## config.mk

```make
export PLATFORM = sky130hd
export DESIGN_NAME = cpu
export DESIGN_NICKNAME = d
export VERILOG_FILES = /design/src/verilog/cpu_pkg.sv /design/src/verilog/cpu.sv /design/src/verilog/exu.sv /design/src/verilog/gpr.sv /design/src/verilog/idu.sv /design/src/verilog/ifu.sv /design/src/verilog/mem_arb.sv /design/src/verilog/wbu.sv
export SDC_FILE = /design/constraint.sdc
export NUM_CORES = 2
export LEC_CHECK = 0
export BUFFER_PORTS_ARGS = -buffer_cell sky130_fd_sc_hd__buf_2
export CORE_MARGIN = 4
export CORE_UTILIZATION = 62
export CTS_CLUSTER_SIZE = 20
export DETAILED_ROUTE_END_ITERATION = 8
export PLACE_DENSITY_LB_ADDON = 0.05
export SLEW_MARGIN = 20
export SYNTH_ARGS = -nofsm -noshare
export SYNTH_HDL_FRONTEND = slang
export SYNTH_HIERARCHICAL = 1
export SYNTH_SLANG_ARGS = --single-unit
```

## constraint.sdc

```tcl
create_clock -name clock -period 16.9 [get_ports clock]
set_input_delay 0.845 -clock clock [delete_from_list [all_inputs] [get_ports clock]]
set_output_delay 0.845 -clock clock [all_outputs]
set_load 0.005 [all_outputs]
```

## src/verilog/cpu_pkg.sv

```systemverilog
`default_nettype none

package cpu_pkg;

  typedef logic [31:0] word_t;
  typedef logic [4:0] reg_addr_t;

  typedef enum logic [2:0] {
    alu_add,
    alu_sub,
    alu_and,
    alu_or,
    alu_xor,
    alu_slt,
    alu_pass_b
  } alu_op_t;

  typedef enum logic [1:0] {
    ls_none,
    ls_load,
    ls_store
  } ls_t;

  // Major opcodes of the supported RV32I subset
  localparam logic [6:0] opcode_op     = 7'b0110011;
  localparam logic [6:0] opcode_op_imm = 7'b0010011;
  localparam logic [6:0] opcode_lui    = 7'b0110111;
  localparam logic [6:0] opcode_load   = 7'b0000011;
  localparam logic [6:0] opcode_store  = 7'b0100011;
  localparam logic [6:0] opcode_branch = 7'b1100011;
  localparam logic [6:0] opcode_jal    = 7'b1101111;
  localparam logic [6:0] opcode_system = 7'b1110011;

  // First instruction fetched after reset
  localparam word_t reset_vector = 32'h0000_0000;

endpackage

`default_nettype wire

```

## src/verilog/cpu.sv

```systemverilog
`default_nettype none

module cpu (
  input  wire                 clock,
  input  wire                 reset,
  output logic                wb_cyc,
  output logic                wb_stb,
  output logic                wb_we,
  output logic [3:0]          wb_sel,
  output cpu_pkg::word_t      wb_adr,
  output cpu_pkg::word_t      wb_dat_w,
  input  wire cpu_pkg::word_t wb_dat_r,
  input  wire                 wb_ack,
  output logic                retire_valid,
  output cpu_pkg::word_t      retire_pc,
  output cpu_pkg::reg_addr_t  retire_rd,
  output cpu_pkg::word_t      retire_data,
  output logic                halted
);

  cpu_pkg::reg_addr_t gpr_raddr1, gpr_raddr2, gpr_waddr;
  cpu_pkg::word_t     gpr_rdata1, gpr_rdata2, gpr_wdata;
  logic               gpr_wen;

  logic ifu_cyc, ifu_stb, ifu_ack;
  cpu_pkg::word_t ifu_adr, ifu_dat_r;
  logic lsu_cyc, lsu_stb, lsu_we, lsu_ack;
  logic [3:0] lsu_sel;
  cpu_pkg::word_t lsu_adr, lsu_dat_w, lsu_dat_r;

  logic           redirect_valid;
  cpu_pkg::word_t redirect_pc;

  logic           ifu_out_valid, idu_in_ready;
  cpu_pkg::word_t ifu_out_pc, ifu_out_inst;

  logic               idu_out_valid, exu_in_ready;
  cpu_pkg::word_t     idu_out_pc, idu_out_val_a, idu_out_val_b, idu_out_imm;
  cpu_pkg::reg_addr_t idu_out_rd;
  cpu_pkg::alu_op_t   idu_out_alu_op;
  cpu_pkg::ls_t       idu_out_ls;
  logic idu_out_is_branch, idu_out_branch_ne, idu_out_is_jal, idu_out_halt;

  logic               exu_out_valid, wbu_in_ready;
  cpu_pkg::word_t     exu_out_pc, exu_out_rd_data, exu_out_next_pc;
  cpu_pkg::reg_addr_t exu_out_rd;
  logic               exu_out_rd_wen, exu_out_halt;

  gpr gpr0 (
    .clock(clock), .reset(reset),
    .raddr1(gpr_raddr1), .raddr2(gpr_raddr2),
    .rdata1(gpr_rdata1), .rdata2(gpr_rdata2),
    .wen(gpr_wen), .waddr(gpr_waddr), .wdata(gpr_wdata)
  );

  ifu ifu0 (
    .clock(clock), .reset(reset),
    .redirect_valid(redirect_valid), .redirect_pc(redirect_pc),
    .wb_cyc(ifu_cyc), .wb_stb(ifu_stb), .wb_adr(ifu_adr),
    .wb_dat_r(ifu_dat_r), .wb_ack(ifu_ack),
    .out_ready(idu_in_ready), .out_valid(ifu_out_valid),
    .out_pc(ifu_out_pc), .out_inst(ifu_out_inst)
  );

  idu idu0 (
    .clock(clock), .reset(reset),
    .in_valid(ifu_out_valid), .in_ready(idu_in_ready),
    .in_pc(ifu_out_pc), .in_inst(ifu_out_inst),
    .rs1(gpr_raddr1), .rs2(gpr_raddr2),
    .src1(gpr_rdata1), .src2(gpr_rdata2),
    .out_ready(exu_in_ready), .out_valid(idu_out_valid),
    .out_pc(idu_out_pc), .out_val_a(idu_out_val_a),
    .out_val_b(idu_out_val_b), .out_imm(idu_out_imm),
    .out_rd(idu_out_rd), .out_alu_op(idu_out_alu_op), .out_ls(idu_out_ls),
    .out_is_branch(idu_out_is_branch), .out_branch_ne(idu_out_branch_ne),
    .out_is_jal(idu_out_is_jal), .out_halt(idu_out_halt)
  );

  exu exu0 (
    .clock(clock), .reset(reset),
    .in_valid(idu_out_valid), .in_ready(exu_in_ready),
    .in_pc(idu_out_pc), .in_val_a(idu_out_val_a),
    .in_val_b(idu_out_val_b), .in_imm(idu_out_imm),
    .in_rd(idu_out_rd), .in_alu_op(idu_out_alu_op), .in_ls(idu_out_ls),
    .in_is_branch(idu_out_is_branch), .in_branch_ne(idu_out_branch_ne),
    .in_is_jal(idu_out_is_jal), .in_halt(idu_out_halt),
    .wb_cyc(lsu_cyc), .wb_stb(lsu_stb), .wb_we(lsu_we), .wb_sel(lsu_sel),
    .wb_adr(lsu_adr), .wb_dat_w(lsu_dat_w),
    .wb_dat_r(lsu_dat_r), .wb_ack(lsu_ack),
    .out_ready(wbu_in_ready), .out_valid(exu_out_valid),
    .out_pc(exu_out_pc), .out_rd(exu_out_rd), .out_rd_wen(exu_out_rd_wen),
    .out_rd_data(exu_out_rd_data), .out_next_pc(exu_out_next_pc),
    .out_halt(exu_out_halt)
  );

  wbu wbu0 (
    .clock(clock), .reset(reset),
    .in_valid(exu_out_valid), .in_ready(wbu_in_ready),
    .in_pc(exu_out_pc), .in_rd(exu_out_rd), .in_rd_wen(exu_out_rd_wen),
    .in_rd_data(exu_out_rd_data), .in_next_pc(exu_out_next_pc),
    .in_halt(exu_out_halt),
    .gpr_wen(gpr_wen), .gpr_waddr(gpr_waddr), .gpr_wdata(gpr_wdata),
    .redirect_valid(redirect_valid), .redirect_pc(redirect_pc),
    .retire_valid(retire_valid), .retire_pc(retire_pc),
    .retire_rd(retire_rd), .retire_data(retire_data),
    .halted(halted)
  );

  // Fetch only reads whole words, so its write side is tied off
  mem_arb mem_arb0 (
    .clock(clock), .reset(reset),
    .ifu_cyc(ifu_cyc), .ifu_stb(ifu_stb), .ifu_we(1'b0), .ifu_sel(4'b1111),
    .ifu_adr(ifu_adr), .ifu_dat_w(32'h0000_0000),
    .ifu_dat_r(ifu_dat_r), .ifu_ack(ifu_ack),
    .lsu_cyc(lsu_cyc), .lsu_stb(lsu_stb), .lsu_we(lsu_we), .lsu_sel(lsu_sel),
    .lsu_adr(lsu_adr), .lsu_dat_w(lsu_dat_w),
    .lsu_dat_r(lsu_dat_r), .lsu_ack(lsu_ack),
    .bus_cyc(wb_cyc), .bus_stb(wb_stb), .bus_we(wb_we), .bus_sel(wb_sel),
    .bus_adr(wb_adr), .bus_dat_w(wb_dat_w),
    .bus_dat_r(wb_dat_r), .bus_ack(wb_ack)
  );

endmodule

`default_nettype wire

```

## src/verilog/exu.sv

```systemverilog
`default_nettype none

module exu (
  input  wire                     clock,
  input  wire                     reset,
  input  wire                     in_valid,
  output logic                    in_ready,
  input  wire cpu_pkg::word_t     in_pc,
  input  wire cpu_pkg::word_t     in_val_a,
  input  wire cpu_pkg::word_t     in_val_b,
  input  wire cpu_pkg::word_t     in_imm,
  input  wire cpu_pkg::reg_addr_t in_rd,
  input  wire cpu_pkg::alu_op_t   in_alu_op,
  input  wire cpu_pkg::ls_t       in_ls,
  input  wire                     in_is_branch,
  input  wire                     in_branch_ne,
  input  wire                     in_is_jal,
  input  wire                     in_halt,
  output logic                    wb_cyc,
  output logic                    wb_stb,
  output logic                    wb_we,
  output logic [3:0]              wb_sel,
  output cpu_pkg::word_t          wb_adr,
  output cpu_pkg::word_t          wb_dat_w,
  input  wire cpu_pkg::word_t     wb_dat_r,
  input  wire                     wb_ack,
  input  wire                     out_ready,
  output logic                    out_valid,
  output cpu_pkg::word_t          out_pc,
  output cpu_pkg::reg_addr_t      out_rd,
  output logic                    out_rd_wen,
  output cpu_pkg::word_t          out_rd_data,
  output cpu_pkg::word_t          out_next_pc,
  output logic                    out_halt
);

  cpu_pkg::word_t alu_result;
  cpu_pkg::word_t eff_addr;
  cpu_pkg::word_t seq_pc;
  logic accept, taken, mem_done;

  assign in_ready = !out_valid && !wb_cyc;
  assign accept   = in_valid && in_ready;
  assign mem_done = wb_cyc && wb_ack;
  assign wb_stb   = wb_cyc;
  assign wb_sel   = 4'b1111;

  assign eff_addr = in_val_a + in_imm;
  assign seq_pc   = in_pc + 32'd4;
  assign taken    = in_is_jal || (in_is_branch && ((in_val_a == in_val_b) != in_branch_ne));

  always_comb begin
    case (in_alu_op)
      cpu_pkg::alu_sub: alu_result = in_val_a - in_val_b;
      cpu_pkg::alu_and: alu_result = in_val_a & in_val_b;
      cpu_pkg::alu_or:  alu_result = in_val_a | in_val_b;
      cpu_pkg::alu_xor: alu_result = in_val_a ^ in_val_b;
      cpu_pkg::alu_slt: alu_result = {31'b0, $signed(in_val_a) < $signed(in_val_b)};
      cpu_pkg::alu_pass_b: alu_result = in_val_b;
      default: alu_result = in_val_a + in_val_b;
    endcase
  end

  // Memory operations hold the result back until the bus acknowledges
  always_ff @(posedge clock) begin
    if (reset) begin
      out_valid <= 1'b0;
      wb_cyc    <= 1'b0;
    end else if (accept) begin
      wb_cyc    <= (in_ls != cpu_pkg::ls_none);
      out_valid <= (in_ls == cpu_pkg::ls_none);
    end else if (mem_done) begin
      wb_cyc    <= 1'b0;
      out_valid <= 1'b1;
    end else if (out_ready) begin
      out_valid <= 1'b0;
    end
  end

  always_ff @(posedge clock) begin
    if (accept) begin
      out_pc      <= in_pc;
      out_rd      <= in_rd;
      out_rd_wen  <= (in_rd != 5'd0);
      out_rd_data <= (in_rd == 5'd0) ? '0 : (in_is_jal ? seq_pc : alu_result);
      out_next_pc <= taken ? in_pc + in_imm : seq_pc;
      out_halt    <= in_halt;
      wb_we       <= (in_ls == cpu_pkg::ls_store);
      wb_adr      <= {eff_addr[31:2], 2'b00};
      wb_dat_w    <= in_val_b;
    end else if (mem_done && !wb_we && out_rd_wen) begin
      out_rd_data <= wb_dat_r;
    end
  end

endmodule

`default_nettype wire

```

## src/verilog/gpr.sv

```systemverilog
`default_nettype none

module gpr (
  input  wire                    clock,
  input  wire                    reset,
  input  wire cpu_pkg::reg_addr_t raddr1,
  input  wire cpu_pkg::reg_addr_t raddr2,
  output cpu_pkg::word_t         rdata1,
  output cpu_pkg::word_t         rdata2,
  input  wire                    wen,
  input  wire cpu_pkg::reg_addr_t waddr,
  input  wire cpu_pkg::word_t    wdata
);

  cpu_pkg::word_t regs [32];

  // x0 is cleared by reset and never written, so it always reads zero
  assign rdata1 = regs[raddr1];
  assign rdata2 = regs[raddr2];

  always_ff @(posedge clock) begin
    if (reset) begin
      for (int i = 0; i < 32; i++) begin
        regs[i] <= '0;
      end
    end else if (wen && waddr != 5'd0) begin
      regs[waddr] <= wdata;
    end
  end

endmodule

`default_nettype wire

```

## src/verilog/idu.sv

```systemverilog
`default_nettype none

module idu (
  input  wire                     clock,
  input  wire                     reset,
  input  wire                     in_valid,
  output logic                    in_ready,
  input  wire cpu_pkg::word_t     in_pc,
  input  wire cpu_pkg::word_t     in_inst,
  output cpu_pkg::reg_addr_t      rs1,
  output cpu_pkg::reg_addr_t      rs2,
  input  wire cpu_pkg::word_t     src1,
  input  wire cpu_pkg::word_t     src2,
  input  wire                     out_ready,
  output logic                    out_valid,
  output cpu_pkg::word_t          out_pc,
  output cpu_pkg::word_t          out_val_a,
  output cpu_pkg::word_t          out_val_b,
  output cpu_pkg::word_t          out_imm,
  output cpu_pkg::reg_addr_t      out_rd,
  output cpu_pkg::alu_op_t        out_alu_op,
  output cpu_pkg::ls_t            out_ls,
  output logic                    out_is_branch,
  output logic                    out_branch_ne,
  output logic                    out_is_jal,
  output logic                    out_halt
);

  logic [6:0] opcode;
  logic [2:0] funct3;
  logic [6:0] funct7;
  cpu_pkg::word_t imm_i, imm_s, imm_b, imm_u, imm_j;

  cpu_pkg::word_t     d_imm;
  cpu_pkg::word_t     d_val_b;
  cpu_pkg::reg_addr_t d_rd;
  cpu_pkg::alu_op_t   d_alu_op;
  cpu_pkg::ls_t       d_ls;
  logic d_branch, d_ne, d_jal, d_halt;

  assign opcode = in_inst[6:0];
  assign funct3 = in_inst[14:12];
  assign funct7 = in_inst[31:25];
  assign rs1    = in_inst[19:15];
  assign rs2    = in_inst[24:20];

  assign imm_i = {{20{in_inst[31]}}, in_inst[31:20]};
  assign imm_s = {{20{in_inst[31]}}, in_inst[31:25], in_inst[11:7]};
  assign imm_b = {{19{in_inst[31]}}, in_inst[31], in_inst[7], in_inst[30:25],
                  in_inst[11:8], 1'b0};
  assign imm_u = {in_inst[31:12], 12'b0};
  assign imm_j = {{11{in_inst[31]}}, in_inst[31], in_inst[19:12], in_inst[20],
                  in_inst[30:21], 1'b0};

  // The output buffer holds one instruction, and only one is ever in flight
  assign in_ready = !out_valid;

  always_comb begin
    d_imm    = imm_i;
    d_val_b  = src2;
    d_rd     = in_inst[11:7];
    d_alu_op = cpu_pkg::alu_add;
    d_ls     = cpu_pkg::ls_none;
    d_branch = 1'b0;
    d_ne     = 1'b0;
    d_jal    = 1'b0;
    d_halt   = 1'b0;
    case (opcode)
      cpu_pkg::opcode_op: begin
        case (funct3)
          3'b000:  d_alu_op = funct7[5] ? cpu_pkg::alu_sub : cpu_pkg::alu_add;
          3'b010:  d_alu_op = cpu_pkg::alu_slt;
          3'b100:  d_alu_op = cpu_pkg::alu_xor;
          3'b110:  d_alu_op = cpu_pkg::alu_or;
          3'b111:  d_alu_op = cpu_pkg::alu_and;
          default: d_halt = 1'b1;
        endcase
        if (funct7 != 7'b0 && !(funct7 == 7'b0100000 && funct3 == 3'b000)) begin
          d_halt = 1'b1;
        end
      end
      cpu_pkg::opcode_op_imm: begin
        d_val_b = imm_i;
        d_halt  = (funct3 != 3'b000);
      end
      cpu_pkg::opcode_lui: begin
        d_imm    = imm_u;
        d_val_b  = imm_u;
        d_alu_op = cpu_pkg::alu_pass_b;
      end
      cpu_pkg::opcode_load: begin
        d_ls   = cpu_pkg::ls_load;
        d_halt = (funct3 != 3'b010);
      end
      cpu_pkg::opcode_store: begin
        d_imm  = imm_s;
        d_rd   = 5'd0;
        d_ls   = cpu_pkg::ls_store;
        d_halt = (funct3 != 3'b010);
      end
      cpu_pkg::opcode_branch: begin
        d_imm    = imm_b;
        d_rd     = 5'd0;
        d_branch = 1'b1;
        d_ne     = funct3[0];
        d_halt   = (funct3[2:1] != 2'b00);
      end
      cpu_pkg::opcode_jal: begin
        d_imm = imm_j;
        d_jal = 1'b1;
      end
      // EBREAK and every other SYSTEM or unknown encoding stop the core
      default: d_halt = 1'b1;
    endcase
    if (d_halt) begin
      d_rd     = 5'd0;
      d_ls     = cpu_pkg::ls_none;
      d_branch = 1'b0;
      d_jal    = 1'b0;
    end
  end

  always_ff @(posedge clock) begin
    if (reset) begin
      out_valid <= 1'b0;
    end else if (in_valid && in_ready) begin
      out_valid <= 1'b1;
    end else if (out_ready) begin
      out_valid <= 1'b0;
    end
  end

  always_ff @(posedge clock) begin
    if (in_valid && in_ready) begin
      out_pc        <= in_pc;
      out_val_a     <= src1;
      out_val_b     <= d_val_b;
      out_imm       <= d_imm;
      out_rd        <= d_rd;
      out_alu_op    <= d_alu_op;
      out_ls        <= d_ls;
      out_is_branch <= d_branch;
      out_branch_ne <= d_ne;
      out_is_jal    <= d_jal;
      out_halt      <= d_halt;
    end
  end

endmodule

`default_nettype wire

```

## src/verilog/ifu.sv

```systemverilog
`default_nettype none

module ifu (
  input  wire                 clock,
  input  wire                 reset,
  input  wire                 redirect_valid,
  input  wire cpu_pkg::word_t redirect_pc,
  output logic                wb_cyc,
  output logic                wb_stb,
  output cpu_pkg::word_t      wb_adr,
  input  wire cpu_pkg::word_t wb_dat_r,
  input  wire                 wb_ack,
  input  wire                 out_ready,
  output logic                out_valid,
  output cpu_pkg::word_t      out_pc,
  output cpu_pkg::word_t      out_inst
);

  typedef enum logic [1:0] {
    st_fetch,
    st_hand_over,
    st_wait_retire
  } fetch_state_t;

  fetch_state_t   state;
  cpu_pkg::word_t pc;
  cpu_pkg::word_t inst;

  assign wb_stb    = wb_cyc;
  assign wb_adr    = pc;
  assign out_valid = (state == st_hand_over);
  assign out_pc    = pc;
  assign out_inst  = inst;

  always_ff @(posedge clock) begin
    if (reset) begin
      state  <= st_fetch;
      pc     <= cpu_pkg::reset_vector;
      wb_cyc <= 1'b0;
    end else begin
      case (state)
        st_fetch: begin
          // The bus request is only idle here in the first cycle out of reset
          if (!wb_cyc) begin
            wb_cyc <= 1'b1;
          end else if (wb_ack) begin
            wb_cyc <= 1'b0;
            state  <= st_hand_over;
          end
        end
        st_hand_over: begin
          if (out_ready) begin
            state <= st_wait_retire;
          end
        end
        default: begin
          // Stays here for good once writeback has halted the core
          if (redirect_valid) begin
            pc     <= redirect_pc;
            wb_cyc <= 1'b1;
            state  <= st_fetch;
          end
        end
      endcase
    end
  end

  always_ff @(posedge clock) begin
    if (state == st_fetch && wb_cyc && wb_ack) begin
      inst <= wb_dat_r;
    end
  end

endmodule

`default_nettype wire

```

## src/verilog/mem_arb.sv

```systemverilog
`default_nettype none

module mem_arb (
  input  wire                 clock,
  input  wire                 reset,
  input  wire                 ifu_cyc,
  input  wire                 ifu_stb,
  input  wire                 ifu_we,
  input  wire [3:0]           ifu_sel,
  input  wire cpu_pkg::word_t ifu_adr,
  input  wire cpu_pkg::word_t ifu_dat_w,
  output cpu_pkg::word_t      ifu_dat_r,
  output logic                ifu_ack,
  input  wire                 lsu_cyc,
  input  wire                 lsu_stb,
  input  wire                 lsu_we,
  input  wire [3:0]           lsu_sel,
  input  wire cpu_pkg::word_t lsu_adr,
  input  wire cpu_pkg::word_t lsu_dat_w,
  output cpu_pkg::word_t      lsu_dat_r,
  output logic                lsu_ack,
  output logic                bus_cyc,
  output logic                bus_stb,
  output logic                bus_we,
  output logic [3:0]          bus_sel,
  output cpu_pkg::word_t      bus_adr,
  output cpu_pkg::word_t      bus_dat_w,
  input  wire cpu_pkg::word_t bus_dat_r,
  input  wire                 bus_ack
);

  logic locked;
  logic owner_lsu;
  logic pick_lsu;

  // While idle the load/store side wins, after that the owner keeps the bus
  assign pick_lsu = locked ? owner_lsu : lsu_cyc;

  assign bus_cyc   = pick_lsu ? lsu_cyc   : ifu_cyc;
  assign bus_stb   = pick_lsu ? lsu_stb   : ifu_stb;
  assign bus_we    = pick_lsu ? lsu_we    : ifu_we;
  assign bus_sel   = pick_lsu ? lsu_sel   : ifu_sel;
  assign bus_adr   = pick_lsu ? lsu_adr   : ifu_adr;
  assign bus_dat_w = pick_lsu ? lsu_dat_w : ifu_dat_w;

  assign ifu_ack   = bus_ack && !pick_lsu;
  assign lsu_ack   = bus_ack && pick_lsu;
  assign ifu_dat_r = bus_dat_r;
  assign lsu_dat_r = bus_dat_r;

  always_ff @(posedge clock) begin
    if (reset) begin
      locked    <= 1'b0;
      owner_lsu <= 1'b0;
    end else begin
      locked <= bus_cyc;
      if (!locked) begin
        owner_lsu <= pick_lsu;
      end
    end
  end

endmodule

`default_nettype wire

```

## src/verilog/wbu.sv

```systemverilog
`default_nettype none

module wbu (
  input  wire                     clock,
  input  wire                     reset,
  input  wire                     in_valid,
  output logic                    in_ready,
  input  wire cpu_pkg::word_t     in_pc,
  input  wire cpu_pkg::reg_addr_t in_rd,
  input  wire                     in_rd_wen,
  input  wire cpu_pkg::word_t     in_rd_data,
  input  wire cpu_pkg::word_t     in_next_pc,
  input  wire                     in_halt,
  output logic                    gpr_wen,
  output cpu_pkg::reg_addr_t      gpr_waddr,
  output cpu_pkg::word_t          gpr_wdata,
  output logic                    redirect_valid,
  output cpu_pkg::word_t          redirect_pc,
  output logic                    retire_valid,
  output cpu_pkg::word_t          retire_pc,
  output cpu_pkg::reg_addr_t      retire_rd,
  output cpu_pkg::word_t          retire_data,
  output logic                    halted
);

  logic accept;

  assign in_ready  = !halted;
  assign accept    = in_valid && in_ready;
  assign gpr_wen   = accept && in_rd_wen;
  assign gpr_waddr = in_rd;
  assign gpr_wdata = in_rd_data;

  always_ff @(posedge clock) begin
    if (reset) begin
      retire_valid   <= 1'b0;
      redirect_valid <= 1'b0;
      halted         <= 1'b0;
    end else begin
      retire_valid   <= accept;
      // A halting instruction retires but never restarts fetch
      redirect_valid <= accept && !in_halt;
      if (accept && in_halt) begin
        halted <= 1'b1;
      end
    end
  end

  always_ff @(posedge clock) begin
    if (accept) begin
      retire_pc   <= in_pc;
      retire_rd   <= in_rd;
      retire_data <= in_rd_data;
      redirect_pc <= in_next_pc;
    end
  end

endmodule

`default_nettype wire
```

==> reports/metrics.csv <==
stage,metric,value,unit
run_status,status,finished clean,
logic_synthesis,most common cell in the synthesized netlist,edfxtp_1,
logic_synthesis,synth unique cells,110,
place,HPWL Detailed,159000,um
critical_path,Worst Setup Path Type,flop to flop,
logic_synthesis,Post-synth top cells,"1465 x edfxtp_1, 1034 x mux2i_1, 1007 x and2_1",
routing,drt via density,6.65,
logic_synthesis,Synth Register Bits,1508,
timing,# setup viols final,0,
logic_synthesis,Synthesis Warnings,6,
critical_path,CP most frequent cell,buf_4,
critical_path,Critical-path top delay cell,buf_4,
cts,Setup Buffers After CTS,0,
global_routing,GR Overflow Total,0,
timing,max-slew violation count,0,
logic_synthesis,Post-synth top flop,edfxtp_1,
pwr,Pwr Density,98.5,mW/mm2
pwr,Static Leakage,35.8,nW
global_routing,All-Layer GR Usage,36.6,%
pwr,overall power,8.87,mW
cts,CTS sink cnt,1508,
timing,Min Hold Slack,252,ps
logic_synthesis,mapped cell area,0.0839,mm2
min_path,hold crit path type,input pin to flop,
cts,CTS H-tree lvls,4,
die,die outline area,0.141,mm2
global_routing,initial antenna violation count,13,
cts,worst-skew pair later-pin latency,800,ps
global_routing,first-pass GRT wire length,384000,um
logic_synthesis,Post-synth EDFFs,1465,
die,Initial Util,62.7,%
place,dpl cell area,0.0846,mm2
die,num ports,177,
logic_synthesis,"Async S/R FF share, synth",0,%
layout,Final Util,67.2,%
logic_synthesis,Area contributors post-synth,"edfxtp_1 52%, mux2i_1 12%, and2_1 7.5%",
routing,WL/cell,29.7,um
flow_run,max cap viols,0,
routing,DR DRC count,0,
timing,Tmin final,4880,ps
critical_path,CP Launch Point,ifu0/out_inst[21]$_DFFE_PP_,
layout,share of layout cells above drive strength 1,11.0,%
pwr,Max VDD drop,0.0000912,V
place,gpl congestion,0.991,
die,die extent in y,376,um
layout,fin area,0.0900,mm2
global_routing,pin count of the biggest net entering global routing,133,
global_routing,vias in the first global route,58000,
routing,Final Routed Wirelength,264000,um
timing,Final Hold Viols,0,
routing,DR vias,59100,
min_path,worst min-delay path startpoint,wb_dat_r[31],
critical_path,Worst Path Required,17430,ps
timing,setup repair after global routing missed its margin,false,
timing,maximum clock rate,205,MHz
die,core footprint,0.134,mm2
critical_path,critical path startpoint category,flop,
critical_path,WP data arrival,5410,ps
routing,post-route ant nets,0,
logic_synthesis,share of the synthesized area in the top cell type,52.4,%
routing,DRT iter0 DRCs,6852,
die,FP Rows,134,
timing,Sum Neg Setup Slack,0,ps
place,PortBufs,172,
cts,Root Buffer,clkbuf_16,
timing,Fin Clk Skew,31.7,ps
cts,"CTS clk-pin slew, worst paths",60,ps
logic_synthesis,"Seq/Total Area, Yosys",53.4,%
timing,Tcrit/Tclk final,28.9,%
critical_path,CP Cell Sequence,"buf_12, buf_4, buf_4, buf_4, mux2i_1, a22oi_1, nand3_1, nand3_1, a221o_1",
critical_path,CP max FO,116,
logic_synthesis,Syn Inst Count,7137,
routing,DRT Pass-1 Iters,8,
cts,Resize count post-CTS,0,
critical_path,Crit. End Element,flop,
layout,final net count,7183,
cts,CTS tree,built,
die,die width,376,um
logic_synthesis,Syn Area/Cell,11.8,um2
cts,cts hold-fix bufs,0,
layout,Layout area overhead,7.20,%
cts,Num CTS Buffers,163,
timing,Slew HR,17.3,%
critical_path,Worst R2R Start,ifu0/out_inst[21]$_DFFE_PP_,
logic_synthesis,Synth area leader,edfxtp_1,
cts,Longest Clk Path Bufs,3,
critical_path,Worst path max stage delay,860,ps
timing,Slew @ Worst Pin,1240,ps
==> area by class of cell <==
cell class | instances | area, um2
sequential | 1508 | 44900
multi-input combinational | 4836 | 34900
clock inverter | 83 | 716
tap | 1768 | 2210
fill | 9990 | 44000
clock buffer | 212 | 4380
inverter | 148 | 563
timing repair buffer | 330 | 2390
antenna | 5 | 12.5
==> layout by cell type (no fill, tap or decap), drive strengths merged, types with 155 or more instances in the layout <==
| cell type | count |
|---|---|
| nand2 | 369 |
| a22oi | 201 |
| clkbuf | 212 |
| buf | 330 |
| inv | 155 |
| a21oi | 379 |
| nor2 | 185 |
| ha | 158 |
| edfxtp | 1465 |
| o21ai | 168 |
| nand3 | 254 |
| mux2i | 1035 |
| and2 | 1008 |
==> kinds of logic (layout without fill, tap and decap cells) <==
family / count (synthesis) / in the layout / synth area share (%)
buffers and inverters: 863 / 773 / 5.48
adder cells (fa/ha/maj): 161 / 161 / 2.43
other: 5 / 80 / 0.0224
XOR/XNOR: 101 / 101 / 1.05
multiplexers: 1117 / 1117 / 13.5
AO/OA/AOI/OAI: 1275 / 1275 / 10.3
flip-flops: 1508 / 1508 / 53.4
AND/OR/NAND/NOR: 2107 / 2107 / 13.8
==> worst paths after layout <==
check | endpoint | slack [ps] | cells past startpoint
setup / recovery | idu0/out_val_b[12]$_DFFE_PP_ | 12020 | 9
hold reg to reg | wbu0/retire_pc[22]$_DFFE_PP_ | 410 | 0
hold / removal | ifu0/out_inst[31]$_DFFE_PP_ | 250 | 1
setup reg to reg | idu0/out_val_b[12]$_DFFE_PP_ | 12020 | 9
==> critical path, delay by kind of cell, from the launching register on <==
kind                   cells  cell delay (ps)
AND/OR/NAND/NOR            2              240
buffers and inverters      4             3060
AO/OA/AOI/OAI              2              470
flip-flops                 1              390
multiplexers               1              280
==> stage by stage <==
step           setup WS (ps)  std cells
2_1_floorplan           9270       7207
3_3_place_gp           12270       8568
3_5_place_dp           12120       8570
4_1_cts                12090       8865
5_1_grt                11870       8885
6_report               12020       8890
==> flip-flops by register name (all words and copies together), names as in the netlist, 2 cells and up <==
register and flops:
exu0/wb_adr 30, ifu0/out_pc 32, wbu0/redirect_pc 32, idu0/out_rd 5, wbu0/retire_pc 32, gpr0/regs 1024, idu0/out_alu_op 3, exu0/out_rd 5
exu0/out_pc 32, wbu0/retire_data 32, idu0/out_ls 2, idu0/out_val_b 32, wbu0/retire_rd 5, idu0/out_val_a 32, idu0/out_imm 32, ifu0/out_inst 32
exu0/out_next_pc 32, ifu0/state 2, idu0/out_pc 32, exu0/out_rd_data 32, exu0/wb_dat_w 32
==> where the power goes <==
group          total [mW]  switching (mW)  internal [mW]  leakage (nW)
Sequential           4.36           0.105           4.25          14.9
Clock                3.46            1.48           1.98          2.48
Combinational        1.05           0.693          0.358          18.4
Total                8.87            2.28           6.59          35.8
==> per-layer routing <==
layer,wire length (um),part of all wire [%],global-route usage (%),vias to the layer above
met4,12300,4.6,16.1,4
met5,26,0.0098,0,-
met2,122000,46,58.8,3389
met3,27000,10,6.83,668
met1,103000,39,49.0,29300
li1,-,-,-,25700
No activity file was read; power rests on OpenSTA's default activity.
